==> config.mk <==
export PLATFORM = sky130hd
export DESIGN_NAME = mvu_lut_top
export DESIGN_NICKNAME = d
export VERILOG_FILES = /design/src/design/mvu_dims_pkg.sv /design/src/design/mvu_stream_pkg.sv /design/src/design/mvu_input_join.sv /design/src/design/mvu_lut_top.sv /design/src/design/mvu_result_fifo.sv /design/src/design/mvu_vvu_lut.sv
export SDC_FILE = /design/constraint.sdc
export NUM_CORES = 1
export LEC_CHECK = 0
export BUFFER_PORTS_ARGS = -buffer_cell sky130_fd_sc_hd__buf_4
export CAP_MARGIN = 20
export CELL_PAD_IN_SITES_DETAIL_PLACEMENT = 0
export CELL_PAD_IN_SITES_GLOBAL_PLACEMENT = 2
export CORE_AREA = 2 2 273 275
export CTS_BUF_LIST = sky130_fd_sc_hd__clkbuf_2 sky130_fd_sc_hd__clkbuf_4 sky130_fd_sc_hd__clkbuf_8
export CTS_CLUSTER_SIZE = 30
export DETAILED_ROUTE_END_ITERATION = 6
export DIE_AREA = 0 0 275 277
export PLACE_DENSITY = 0.93
export RECOVER_POWER = 25
export SYNTH_ARGS = -nofsm -noshare
export SYNTH_HDL_FRONTEND = slang
export SYNTH_SLANG_ARGS = --single-unit
==> constraint.sdc <==
create_clock -name clk -period 6.83 [get_ports clk]
set_input_delay 1.0245 -clock clk [delete_from_list [all_inputs] [get_ports clk]]
set_output_delay 1.0245 -clock clk [all_outputs]
set_load 0.02 [all_outputs]
==> src/design/mvu_dims_pkg.sv <==
`default_nettype none

package mvu_dims_pkg;

    // Engine geometry

    // Output rows computed in parallel
    localparam int unsigned PE_COUNT = 4;

    // Multipliers per PE, one per activation element
    localparam int unsigned SIMD_COUNT = 4;

    // Element widths

    // One activation element, signed or unsigned per core setting
    localparam int unsigned ACT_WIDTH = 4;

    // One weight, always signed
    localparam int unsigned WGT_WIDTH = 4;

    // Per-PE accumulator, wraps on overflow
    localparam int unsigned ACC_WIDTH = 16;

    // Top-level defaults

    // Beats per dot product
    localparam int unsigned SF_DEFAULT = 3;

    // Result FIFO slots
    localparam int unsigned OUT_DEPTH_DEFAULT = 4;

endpackage : mvu_dims_pkg

`default_nettype wire

==> src/design/mvu_stream_pkg.sv <==
`default_nettype none

package mvu_stream_pkg;

    import mvu_dims_pkg::*;

    // One activation vector, shared by all PE rows
    typedef struct packed {
        logic [SIMD_COUNT-1:0][ACT_WIDTH-1:0] elem;
    } act_beat_t;

    // One weight tile, indexed as wgt[pe][simd]
    typedef struct packed {
        logic signed [PE_COUNT-1:0][SIMD_COUNT-1:0][WGT_WIDTH-1:0] wgt;
    } wgt_beat_t;

    // Finished dot products, one accumulator per PE
    // Used both by the core output and by the result stream
    typedef struct packed {
        logic signed [PE_COUNT-1:0][ACC_WIDTH-1:0] acc;
    } result_t;

endpackage : mvu_stream_pkg

`default_nettype wire

==> src/design/mvu_input_join.sv <==
`timescale 1ns/1ps
`default_nettype none

module mvu_input_join #(
    parameter int unsigned SF = mvu_dims_pkg::SF_DEFAULT
) (
    input  wire logic                     clk,
    input  wire logic                     rst,
    input  wire logic                     en,

    // Activation stream
    input  wire logic                     act_valid,
    output logic                          act_ready,
    input  wire mvu_stream_pkg::act_beat_t act_data,

    // Weight stream
    input  wire logic                     wgt_valid,
    output logic                          wgt_ready,
    input  wire mvu_stream_pkg::wgt_beat_t wgt_data,

    // Core side
    output logic                          last,
    output logic                          zero,
    output mvu_stream_pkg::act_beat_t     a,
    output mvu_stream_pkg::wgt_beat_t     w
);

    localparam int unsigned CNT_WIDTH = (SF > 1) ? $clog2(SF) : 1;

    logic                 pair_avail;
    logic                 fire;
    logic                 final_beat;
    logic [CNT_WIDTH-1:0] beat_cnt;

    // Both halves of a beat present
    assign pair_avail = act_valid && wgt_valid;

    // A beat is consumed only when the core can advance
    assign fire = pair_avail && en;

    // Each ready waits on the other stream so that neither side
    // is taken without its partner
    assign act_ready = en && wgt_valid;
    assign wgt_ready = en && act_valid;

    assign final_beat = (beat_cnt == CNT_WIDTH'(SF - 1));

    // Data passes straight to the core and zero masks it on a bubble
    assign a    = act_data;
    assign w    = wgt_data;
    assign zero = !pair_avail;
    assign last = pair_avail && final_beat;

    // Position of the next beat within the current dot product
    always_ff @(posedge clk) begin
        if (rst) begin
            beat_cnt <= '0;
        end else if (fire) begin
            if (final_beat) begin
                beat_cnt <= '0;
            end else begin
                beat_cnt <= beat_cnt + 1'b1;
            end
        end
    end

    // A bubble never closes a dot product
    a_last_not_bubble : assert property (
        @(posedge clk) disable iff (rst)
        !(last && zero)
    );

    // Counter wraps at SF
    a_cnt_range : assert property (
        @(posedge clk) disable iff (rst)
        32'(beat_cnt) < SF
    );

endmodule : mvu_input_join

`default_nettype wire

==> src/design/mvu_lut_top.sv <==
`timescale 1ns/1ps
`default_nettype none

module mvu_lut_top #(
    parameter int unsigned SF                 = mvu_dims_pkg::SF_DEFAULT,
    parameter bit          SIGNED_ACTIVATIONS = 1,
    parameter int unsigned M_REG              = 1,
    parameter int unsigned OUT_DEPTH          = mvu_dims_pkg::OUT_DEPTH_DEFAULT
) (
    input  wire logic                      clk,
    input  wire logic                      rst,

    // Activation stream
    input  wire logic                      act_valid,
    output logic                           act_ready,
    input  wire mvu_stream_pkg::act_beat_t act_data,

    // Weight stream
    input  wire logic                      wgt_valid,
    output logic                           wgt_ready,
    input  wire mvu_stream_pkg::wgt_beat_t wgt_data,

    // Result stream
    output logic                           res_valid,
    input  wire logic                      res_ready,
    output mvu_stream_pkg::result_t        res_data
);

    import mvu_stream_pkg::*;

    // Pipeline advance, driven by the FIFO
    logic      en;

    // Joined beat into the core
    logic      last;
    logic      zero;
    act_beat_t a;
    wgt_beat_t w;

    // Finished dot product from the core
    logic      vld;
    result_t   p;

    mvu_input_join #(
        .SF         (SF)
    ) i_join (
        .clk        (clk),
        .rst        (rst),
        .en         (en),
        .act_valid  (act_valid),
        .act_ready  (act_ready),
        .act_data   (act_data),
        .wgt_valid  (wgt_valid),
        .wgt_ready  (wgt_ready),
        .wgt_data   (wgt_data),
        .last       (last),
        .zero       (zero),
        .a          (a),
        .w          (w)
    );

    // One activation vector shared by all PE rows
    mvu_vvu_lut #(
        .IS_MVU             (1'b1),
        .SIGNED_ACTIVATIONS (SIGNED_ACTIVATIONS),
        .M_REG              (M_REG)
    ) i_core (
        .clk                (clk),
        .rst                (rst),
        .en                 (en),
        .last               (last),
        .zero               (zero),
        .w                  (w),
        .a                  (a),
        .vld                (vld),
        .p                  (p)
    );

    mvu_result_fifo #(
        .OUT_DEPTH  (OUT_DEPTH)
    ) i_fifo (
        .clk        (clk),
        .rst        (rst),
        .vld        (vld),
        .p          (p),
        .en         (en),
        .res_valid  (res_valid),
        .res_ready  (res_ready),
        .res_data   (res_data)
    );

endmodule : mvu_lut_top

`default_nettype wire

==> src/design/mvu_result_fifo.sv <==
`timescale 1ns/1ps
`default_nettype none

module mvu_result_fifo #(
    parameter int unsigned OUT_DEPTH = mvu_dims_pkg::OUT_DEPTH_DEFAULT
) (
    input  wire logic                    clk,
    input  wire logic                    rst,

    // Core side
    input  wire logic                    vld,
    input  wire mvu_stream_pkg::result_t p,
    output logic                         en,

    // Result stream
    output logic                         res_valid,
    input  wire logic                    res_ready,
    output mvu_stream_pkg::result_t      res_data
);

    import mvu_stream_pkg::*;

    localparam int unsigned PTR_WIDTH   = (OUT_DEPTH > 1) ? $clog2(OUT_DEPTH) : 1;
    localparam int unsigned COUNT_WIDTH = $clog2(OUT_DEPTH + 1);

    result_t                mem [OUT_DEPTH];
    logic [PTR_WIDTH-1:0]   wr_ptr;
    logic [PTR_WIDTH-1:0]   rd_ptr;
    logic [COUNT_WIDTH-1:0] count;
    logic                   wr_en;
    logic                   rd_en;

    // Free slot keeps the whole pipeline moving
    assign en        = (count != COUNT_WIDTH'(OUT_DEPTH));
    assign res_valid = (count != '0);
    assign res_data  = mem[rd_ptr];

    assign wr_en = en && vld;
    assign rd_en = res_valid && res_ready;

    always_ff @(posedge clk) begin
        if (wr_en) begin
            mem[wr_ptr] <= p;
        end
    end

    always_ff @(posedge clk) begin
        if (rst) begin
            wr_ptr <= '0;
            rd_ptr <= '0;
            count  <= '0;
        end else begin
            if (wr_en) begin
                wr_ptr <= (wr_ptr == PTR_WIDTH'(OUT_DEPTH - 1)) ? '0 : wr_ptr + 1'b1;
            end
            if (rd_en) begin
                rd_ptr <= (rd_ptr == PTR_WIDTH'(OUT_DEPTH - 1)) ? '0 : rd_ptr + 1'b1;
            end
            case ({wr_en, rd_en})
                2'b10:   count <= count + 1'b1;
                2'b01:   count <= count - 1'b1;
                default: count <= count;
            endcase
        end
    end

    // A result offered by the core while full would be lost
    a_no_write_full : assert property (
        @(posedge clk) disable iff (rst)
        wr_en |-> (count < COUNT_WIDTH'(OUT_DEPTH))
    );

    a_count_range : assert property (
        @(posedge clk) disable iff (rst)
        count <= COUNT_WIDTH'(OUT_DEPTH)
    );

    // Head entry stays put until the consumer takes it
    a_head_stable : assert property (
        @(posedge clk) disable iff (rst)
        (res_valid && !res_ready) |=> (res_valid && $stable(res_data))
    );

endmodule : mvu_result_fifo

`default_nettype wire

==> src/design/mvu_vvu_lut.sv <==
`timescale 1ns/1ps
`default_nettype none

module mvu_vvu_lut #(
    parameter bit          IS_MVU             = 1,
    parameter bit          SIGNED_ACTIVATIONS = 1,
    parameter int unsigned M_REG              = 1
) (
    input  wire logic                      clk,
    input  wire logic                      rst,
    input  wire logic                      en,

    input  wire logic                      last,
    // Forces this beat's products to zero
    input  wire logic                      zero,
    input  wire mvu_stream_pkg::wgt_beat_t w,
    input  wire mvu_stream_pkg::act_beat_t a,

    output logic                           vld,
    output mvu_stream_pkg::result_t        p
);

    import mvu_dims_pkg::*;

    localparam int unsigned MULT_WIDTH = ACT_WIDTH + WGT_WIDTH;
    localparam int unsigned ROOT_WIDTH = MULT_WIDTH + $clog2(SIMD_COUNT);

    // Number of leaves below a node of the heap-ordered adder tree
    function automatic int unsigned leaf_load(int unsigned node);
        int unsigned load [2*SIMD_COUNT-1];
        for (int k = 2*SIMD_COUNT-2; k >= 0; k--) begin
            if (k >= int'(SIMD_COUNT) - 1) begin
                load[k] = 1;
            end else begin
                load[k] = load[2*k+1] + load[2*k+2];
            end
        end
        return load[node];
    endfunction

    // Activation is sign- or zero-extended by one bit, weight is signed
    function automatic logic signed [MULT_WIDTH-1:0] mul(
        logic [ACT_WIDTH-1:0] av,
        logic [WGT_WIDTH-1:0] wv
    );
        logic signed [ACT_WIDTH:0]     ax;
        logic signed [MULT_WIDTH-1:0] prod;
        ax   = SIGNED_ACTIVATIONS ? {av[ACT_WIDTH-1], av} : {1'b0, av};
        prod = ax * $signed(wv);
        return prod;
    endfunction

    // Only the shared-activation layout fits the activation stream
    if (!IS_MVU) begin : g_mode_check
        $error("mvu_vvu_lut: only MVU mode is supported by act_beat_t");
    end

    // Last flag follows the product and accumulate stages
    logic [M_REG:0] last_pipe;

    always_ff @(posedge clk) begin
        if (rst) begin
            last_pipe <= '0;
        end else if (en) begin
            last_pipe[0] <= last;
            for (int k = 1; k <= int'(M_REG); k++) begin
                last_pipe[k] <= last_pipe[k-1];
            end
        end
    end

    assign vld = last_pipe[M_REG];

    for (genvar i = 0; i < PE_COUNT; i++) begin : g_pe
        logic signed [MULT_WIDTH-1:0] prod [SIMD_COUNT];
        logic signed [ROOT_WIDTH-1:0] tree [2*SIMD_COUNT-1];
        logic signed [ACC_WIDTH-1:0]  acc;

        // Stage 1, SIMD products
        if (M_REG != 0) begin : g_mreg
            logic signed [MULT_WIDTH-1:0] prod_q [SIMD_COUNT];

            always_ff @(posedge clk) begin
                if (rst) begin
                    for (int j = 0; j < int'(SIMD_COUNT); j++) begin
                        prod_q[j] <= '0;
                    end
                end else if (en) begin
                    for (int j = 0; j < int'(SIMD_COUNT); j++) begin
                        prod_q[j] <= zero ? '0 : mul(a.elem[j], w.wgt[i][j]);
                    end
                end
            end

            assign prod = prod_q;
        end else begin : g_no_mreg
            always_comb begin
                for (int j = 0; j < int'(SIMD_COUNT); j++) begin
                    prod[j] = zero ? '0 : mul(a.elem[j], w.wgt[i][j]);
                end
            end
        end

        // Stage 2, adder tree with leaves at the top of the heap
        for (genvar s = 0; s < SIMD_COUNT; s++) begin : g_leaf
            assign tree[SIMD_COUNT-1+s] = ROOT_WIDTH'(prod[s]);
        end

        for (genvar n = 0; n < SIMD_COUNT-1; n++) begin : g_node
            // Node trimmed to the range its leaves can reach
            localparam int unsigned NODE_WIDTH = MULT_WIDTH + $clog2(leaf_load(n));
            logic signed [NODE_WIDTH-1:0] node_sum;

            assign node_sum = NODE_WIDTH'(tree[2*n+1] + tree[2*n+2]);
            assign tree[n]  = ROOT_WIDTH'(node_sum);
        end

        // Stage 3, accumulate, restart after a delivered result
        always_ff @(posedge clk) begin
            if (rst) begin
                acc <= '0;
            end else if (en) begin
                if (vld) begin
                    acc <= ACC_WIDTH'(tree[0]);
                end else begin
                    acc <= acc + ACC_WIDTH'(tree[0]);
                end
            end
        end

        assign p.acc[i] = acc;
    end

    // Pipeline is frozen while en is low
    a_vld_frozen : assert property (
        @(posedge clk) disable iff (rst)
        !en |=> $stable(vld)
    );

endmodule : mvu_vvu_lut

`default_nettype wire

==> results.py <==
metrics = {
    "status": {
        "outcome": "completed",
    },
    "routing": {
        "wl_per_cell_um": 17.3,
        "wl_um": 69300,
        "drt_iter0_markers": 1027,
        "dr.pass1.iters": 6,
        "route.detailed.drc": 0,
        "final_antenna_net_count": 0,
        "vias_per_cell": 5.18,
        "vias": 20758,
    },
    "global_route": {
        "antenna_found_initial": 5,
        "grt-busiest-layer": "met2",
        "use_met3_pct": 3.38,
        "use_met2_pct": 30.1,
        "grt_first_pass_wirelength_um": 113000,
        "met1_usage_pct": 25.4,
        "grt_overflow": 0,
        "grt_max_degree": 107,
        "grt_pass1_vias": 21790,
        "gr-usage-all-layers_pct": 18.5,
    },
    "timing": {
        "finClkSkew_ns": 0.0424,
        "timing.final.crit_period_ns": 5.26,
        "worst_pin_slew_ns": 1.10,
        "setup_viol": 0,
        "rsz0062_at_grt": "false",
        "finalCritPeriodShare_pct": 77.0,
        "max_slew_margin_pct": 26.9,
        "finalSetupTns_ns": 0,
        "hold-worst-slack_ns": 0.471,
        "timing.final.hold_violations": 0,
        "maxSlewViolCount": 0,
        "fmax_ghz": 0.190,
        "timing.final.ws_setup_ns": 1.57,
    },
    "floorplan": {
        "start_util_pct": 42.4,
        "die_h_um": 277,
        "rows": 100,
        "core_area_um2": 73600,
        "die_x_um": 275,
        "io_pins": 152,
        "dieArea_um2": 76200,
    },
    "worst_setup_path": {
        "crit_family": "adder cells",
        "crit_chain": "inv_1 -> fa_1 -> inv_1 -> fa_1 -> ha_1 -> fa_1 -> a21oi_2 -> o21ai_2 -> a2111oi_1 -> nor3_2 -> xor2_2 -> inv_2 -> ha_1 -> inv_1 -> o21bai_1 -> a21oi_1 -> o21ai_2 -> a41oi_1 -> or3_1 -> a211o_1 -> a31oi_1",
        "critPathRequiredTime_ns": 7.39,
        "setup.worst_path.class": "reg2reg",
        "cpMaxStageDelayCell": "fa_1",
        "startpoint_type": "flop",
        "cp_max_fo": 11,
        "cp.arrival_ns": 5.82,
        "endpoint_kind": "flop",
        "cp_num_buf_inv": 4,
        "slowest_delay_ns": 0.51,
    },
    "finish": {
        "drive_above_1_share_pct": 12.8,
        "multi_input_area_um2": 17600,
        "fin_area_um2": 35000,
        "final_cell_mix": "inv_1 (390), ha_1 (306), edfxtp_1 (256)",
        "area_growth_pct": 12.0,
        "n_fill_cell": 6710,
        "final-seq-area_um2": 11800,
        "layout.nets": 3586,
        "layout.cells.non_filler": 4007,
        "final_common_cell": "inv_1",
    },
    "logic_synthesis": {
        "synthArstFlopShare_pct": 0,
        "synth.avg_cell_area_um2": 11.0,
        "synth_edf_count": 256,
        "synth_seq_area_share_pct": 37.8,
        "ys_warn_count": 0,
        "synth_nets": 3451,
        "ys_ff_latch": 461,
        "ys_types": 64,
        "ys.flop_type": "edfxtp_1",
        "syn_inst": 2843,
        "netlist_area_um2": 31200,
    },
    "pwr": {
        "power_density_nw_per_um2": 265,
        "ir_drop_uv": 130,
        "intPower_mw": 6.15,
        "power_switching_mw": 3.12,
        "combPwrFrac_pct": 34.4,
        "clkPwrFrac_pct": 27.8,
        "leakage_nw": 15.4,
        "seqPwrFrac_pct": 37.7,
        "power_switching_share_pct": 33.6,
    },
    "clocking": {
        "tritoncts": "yes",
        "numCtsBuffers": 75,
        "cts_max_level": 3,
        "clk_path_buf_depth": 3,
        "root_buffer": "clkbuf_8",
        "worstSkewPairLatency_ns": 0.66,
        "cts_resized": 0,
        "cts_setup_buffers": 0,
        "hold_buffers": 0,
        "cts_num_sinks": 461,
        "clk_pin_slew_ns": 0.06,
    },
    "placed_design": {
        "place_worst_setup_slack_ns": 1.56,
        "gp_congestion": 0.813,
        "postPlaceCellArea_um2": 33300,
        "placement.io_buffers": 151,
        "place_inst": 3869,
        "dp_hpwl_um": 51000,
    },
    "min_path": {
        "hold_path.class": "reg2reg",
    },
    "job": {
        "maxCapViolations": 0,
    },
}
[power groups by stage]
| stage | registers (mW) | logic, mW | clock network, mW |
|---|---|---|---|
| after floorplan | 3.44 | 2.50 | 0 |
| after global placement | 3.53 | 3.08 | 0 |
| after detailed placement | 3.56 | 3.18 | 0 |
| after CTS | 3.50 | 3.21 | 2.65 |
| after global routing | 3.53 | 3.65 | 2.77 |
| final | 3.50 | 3.19 | 2.58 |
[cells in the mapped netlist, types with 2 or more instances]
library cell  number  share of area (%)
o21ai_2            2              0.056
a31o_2             4               0.11
o211ai_1           8               0.19
a21oi_1           99                1.6
a21oi_2            2              0.056
edfxtp_1         256                 25
a41oi_1            8               0.22
a21boi_0           2              0.048
o21ai_0           58               0.93
nand3_1           14               0.22
nor2b_1            6               0.12
a31oi_1           10               0.20
nor3_1            31               0.50
o41ai_2            2               0.10
a32oi_1           16               0.45
fa_1             217                 14
o21a_1             7               0.17
dfxtp_1          205                 13
and2_1            84                1.7
xor2_1            62                1.7
mux2i_1           12               0.38
ha_1             306                 12
nor4_1             3              0.060
clkbuf_1          91                1.1
o211a_1            7               0.22
a211oi_1          34               0.82
mux4_2            65                4.7
a21o_1            57                1.4
nor2_1           231                2.8
nand2_1          162                1.9
or3_1              6               0.12
o21bai_1          16               0.38
nand2b_1          56                1.1
o31ai_1            2              0.048
a2111oi_0          3              0.084
o41a_1             2              0.072
a211o_1            2              0.056
o22ai_1            3              0.060
a22oi_1          115                2.8
a311oi_1          11               0.31
xnor2_1          126                3.5
and3_1             8               0.16
nand4_1            5               0.10
inv_1            390                4.7
buf_1             18               0.22
[per-layer routing]
| metal | share of wire (%) | up-vias |
|---|---|---|
| met5 | 0.097 | - |
| met1 | 47 | 10151 |
| met2 | 46 | 447 |
| met4 | 1.7 | 8 |
| li1 | - | 10055 |
| met3 | 5.7 | 97 |
[metrics by stage]
stage               util [%]  power (mW)
CTS                     47.5        9.35
global placement        45.3        6.61
detailed placement      45.3        6.74
global route            47.5        9.95
finish                  47.5        9.27
floorplan                  -        5.94
[cell families (layout without fill, tap and decap cells)]
| logic type | Yosys count | count (layout) | share of synthesized area (%) |
|---|---|---|---|
| AO/OA/AOI/OAI | 477 | 477 | 10.5 |
| adder cells (fa/ha/maj) | 523 | 523 | 26.2 |
| XOR/XNOR | 190 | 190 | 5.38 |
| flip-flops | 461 | 461 | 37.8 |
| other | 0 | 1 | 0 |
| AND/OR/NAND/NOR | 614 | 614 | 9.03 |
| multiplexers | 78 | 78 | 5.11 |
| buffers and inverters | 500 | 694 | 6.01 |
[sequential cells by signal, indices dropped and copies added, names as in the netlist, named ones only]
signal                     cells
i_fifo.mem                   256
i_core.g_pe.g_mreg.prod_q    128
i_core.g_pe.acc               64
i_fifo.count                   3
i_core.last_pipe               2
i_fifo.rd_ptr                  2
i_fifo.wr_ptr                  2
i_join.beat_cnt                2
[final cells by class]
class | count | area share [%]
multi-input combinational | 1882 | 50.3
clock inverter | 28 | 0.791
antenna | 1 | 0.00716
timing repair buffer | 167 | 3.65
clock buffer | 108 | 3.86
tap | 969 | 3.47
sequential | 461 | 33.7
inverter | 391 | 4.20
[tightest hold or removal path: cells and delay by family (launching register included)]
family             cells  cell delay (ns)
AOI/OAI and AO/OA      1             0.06
DFF                    1             0.32
and+or+nand+nor        1             0.06
[final timing paths]
check,from,endpoint,slack [ns],depth (start not counted)
hold reg to reg,i_core.last_pipe[0],i_core.last_pipe[1],0.47,2
hold / removal,i_core.last_pipe[0],i_core.last_pipe[1],0.47,2
setup / recovery,i_core.g_pe[0].g_mreg.prod_q[9],i_core.g_pe[0].acc[15],1.57,21
setup reg to reg,i_core.g_pe[0].g_mreg.prod_q[9],i_core.g_pe[0].acc[15],1.57,21
(Power assumes the default switching activity.)
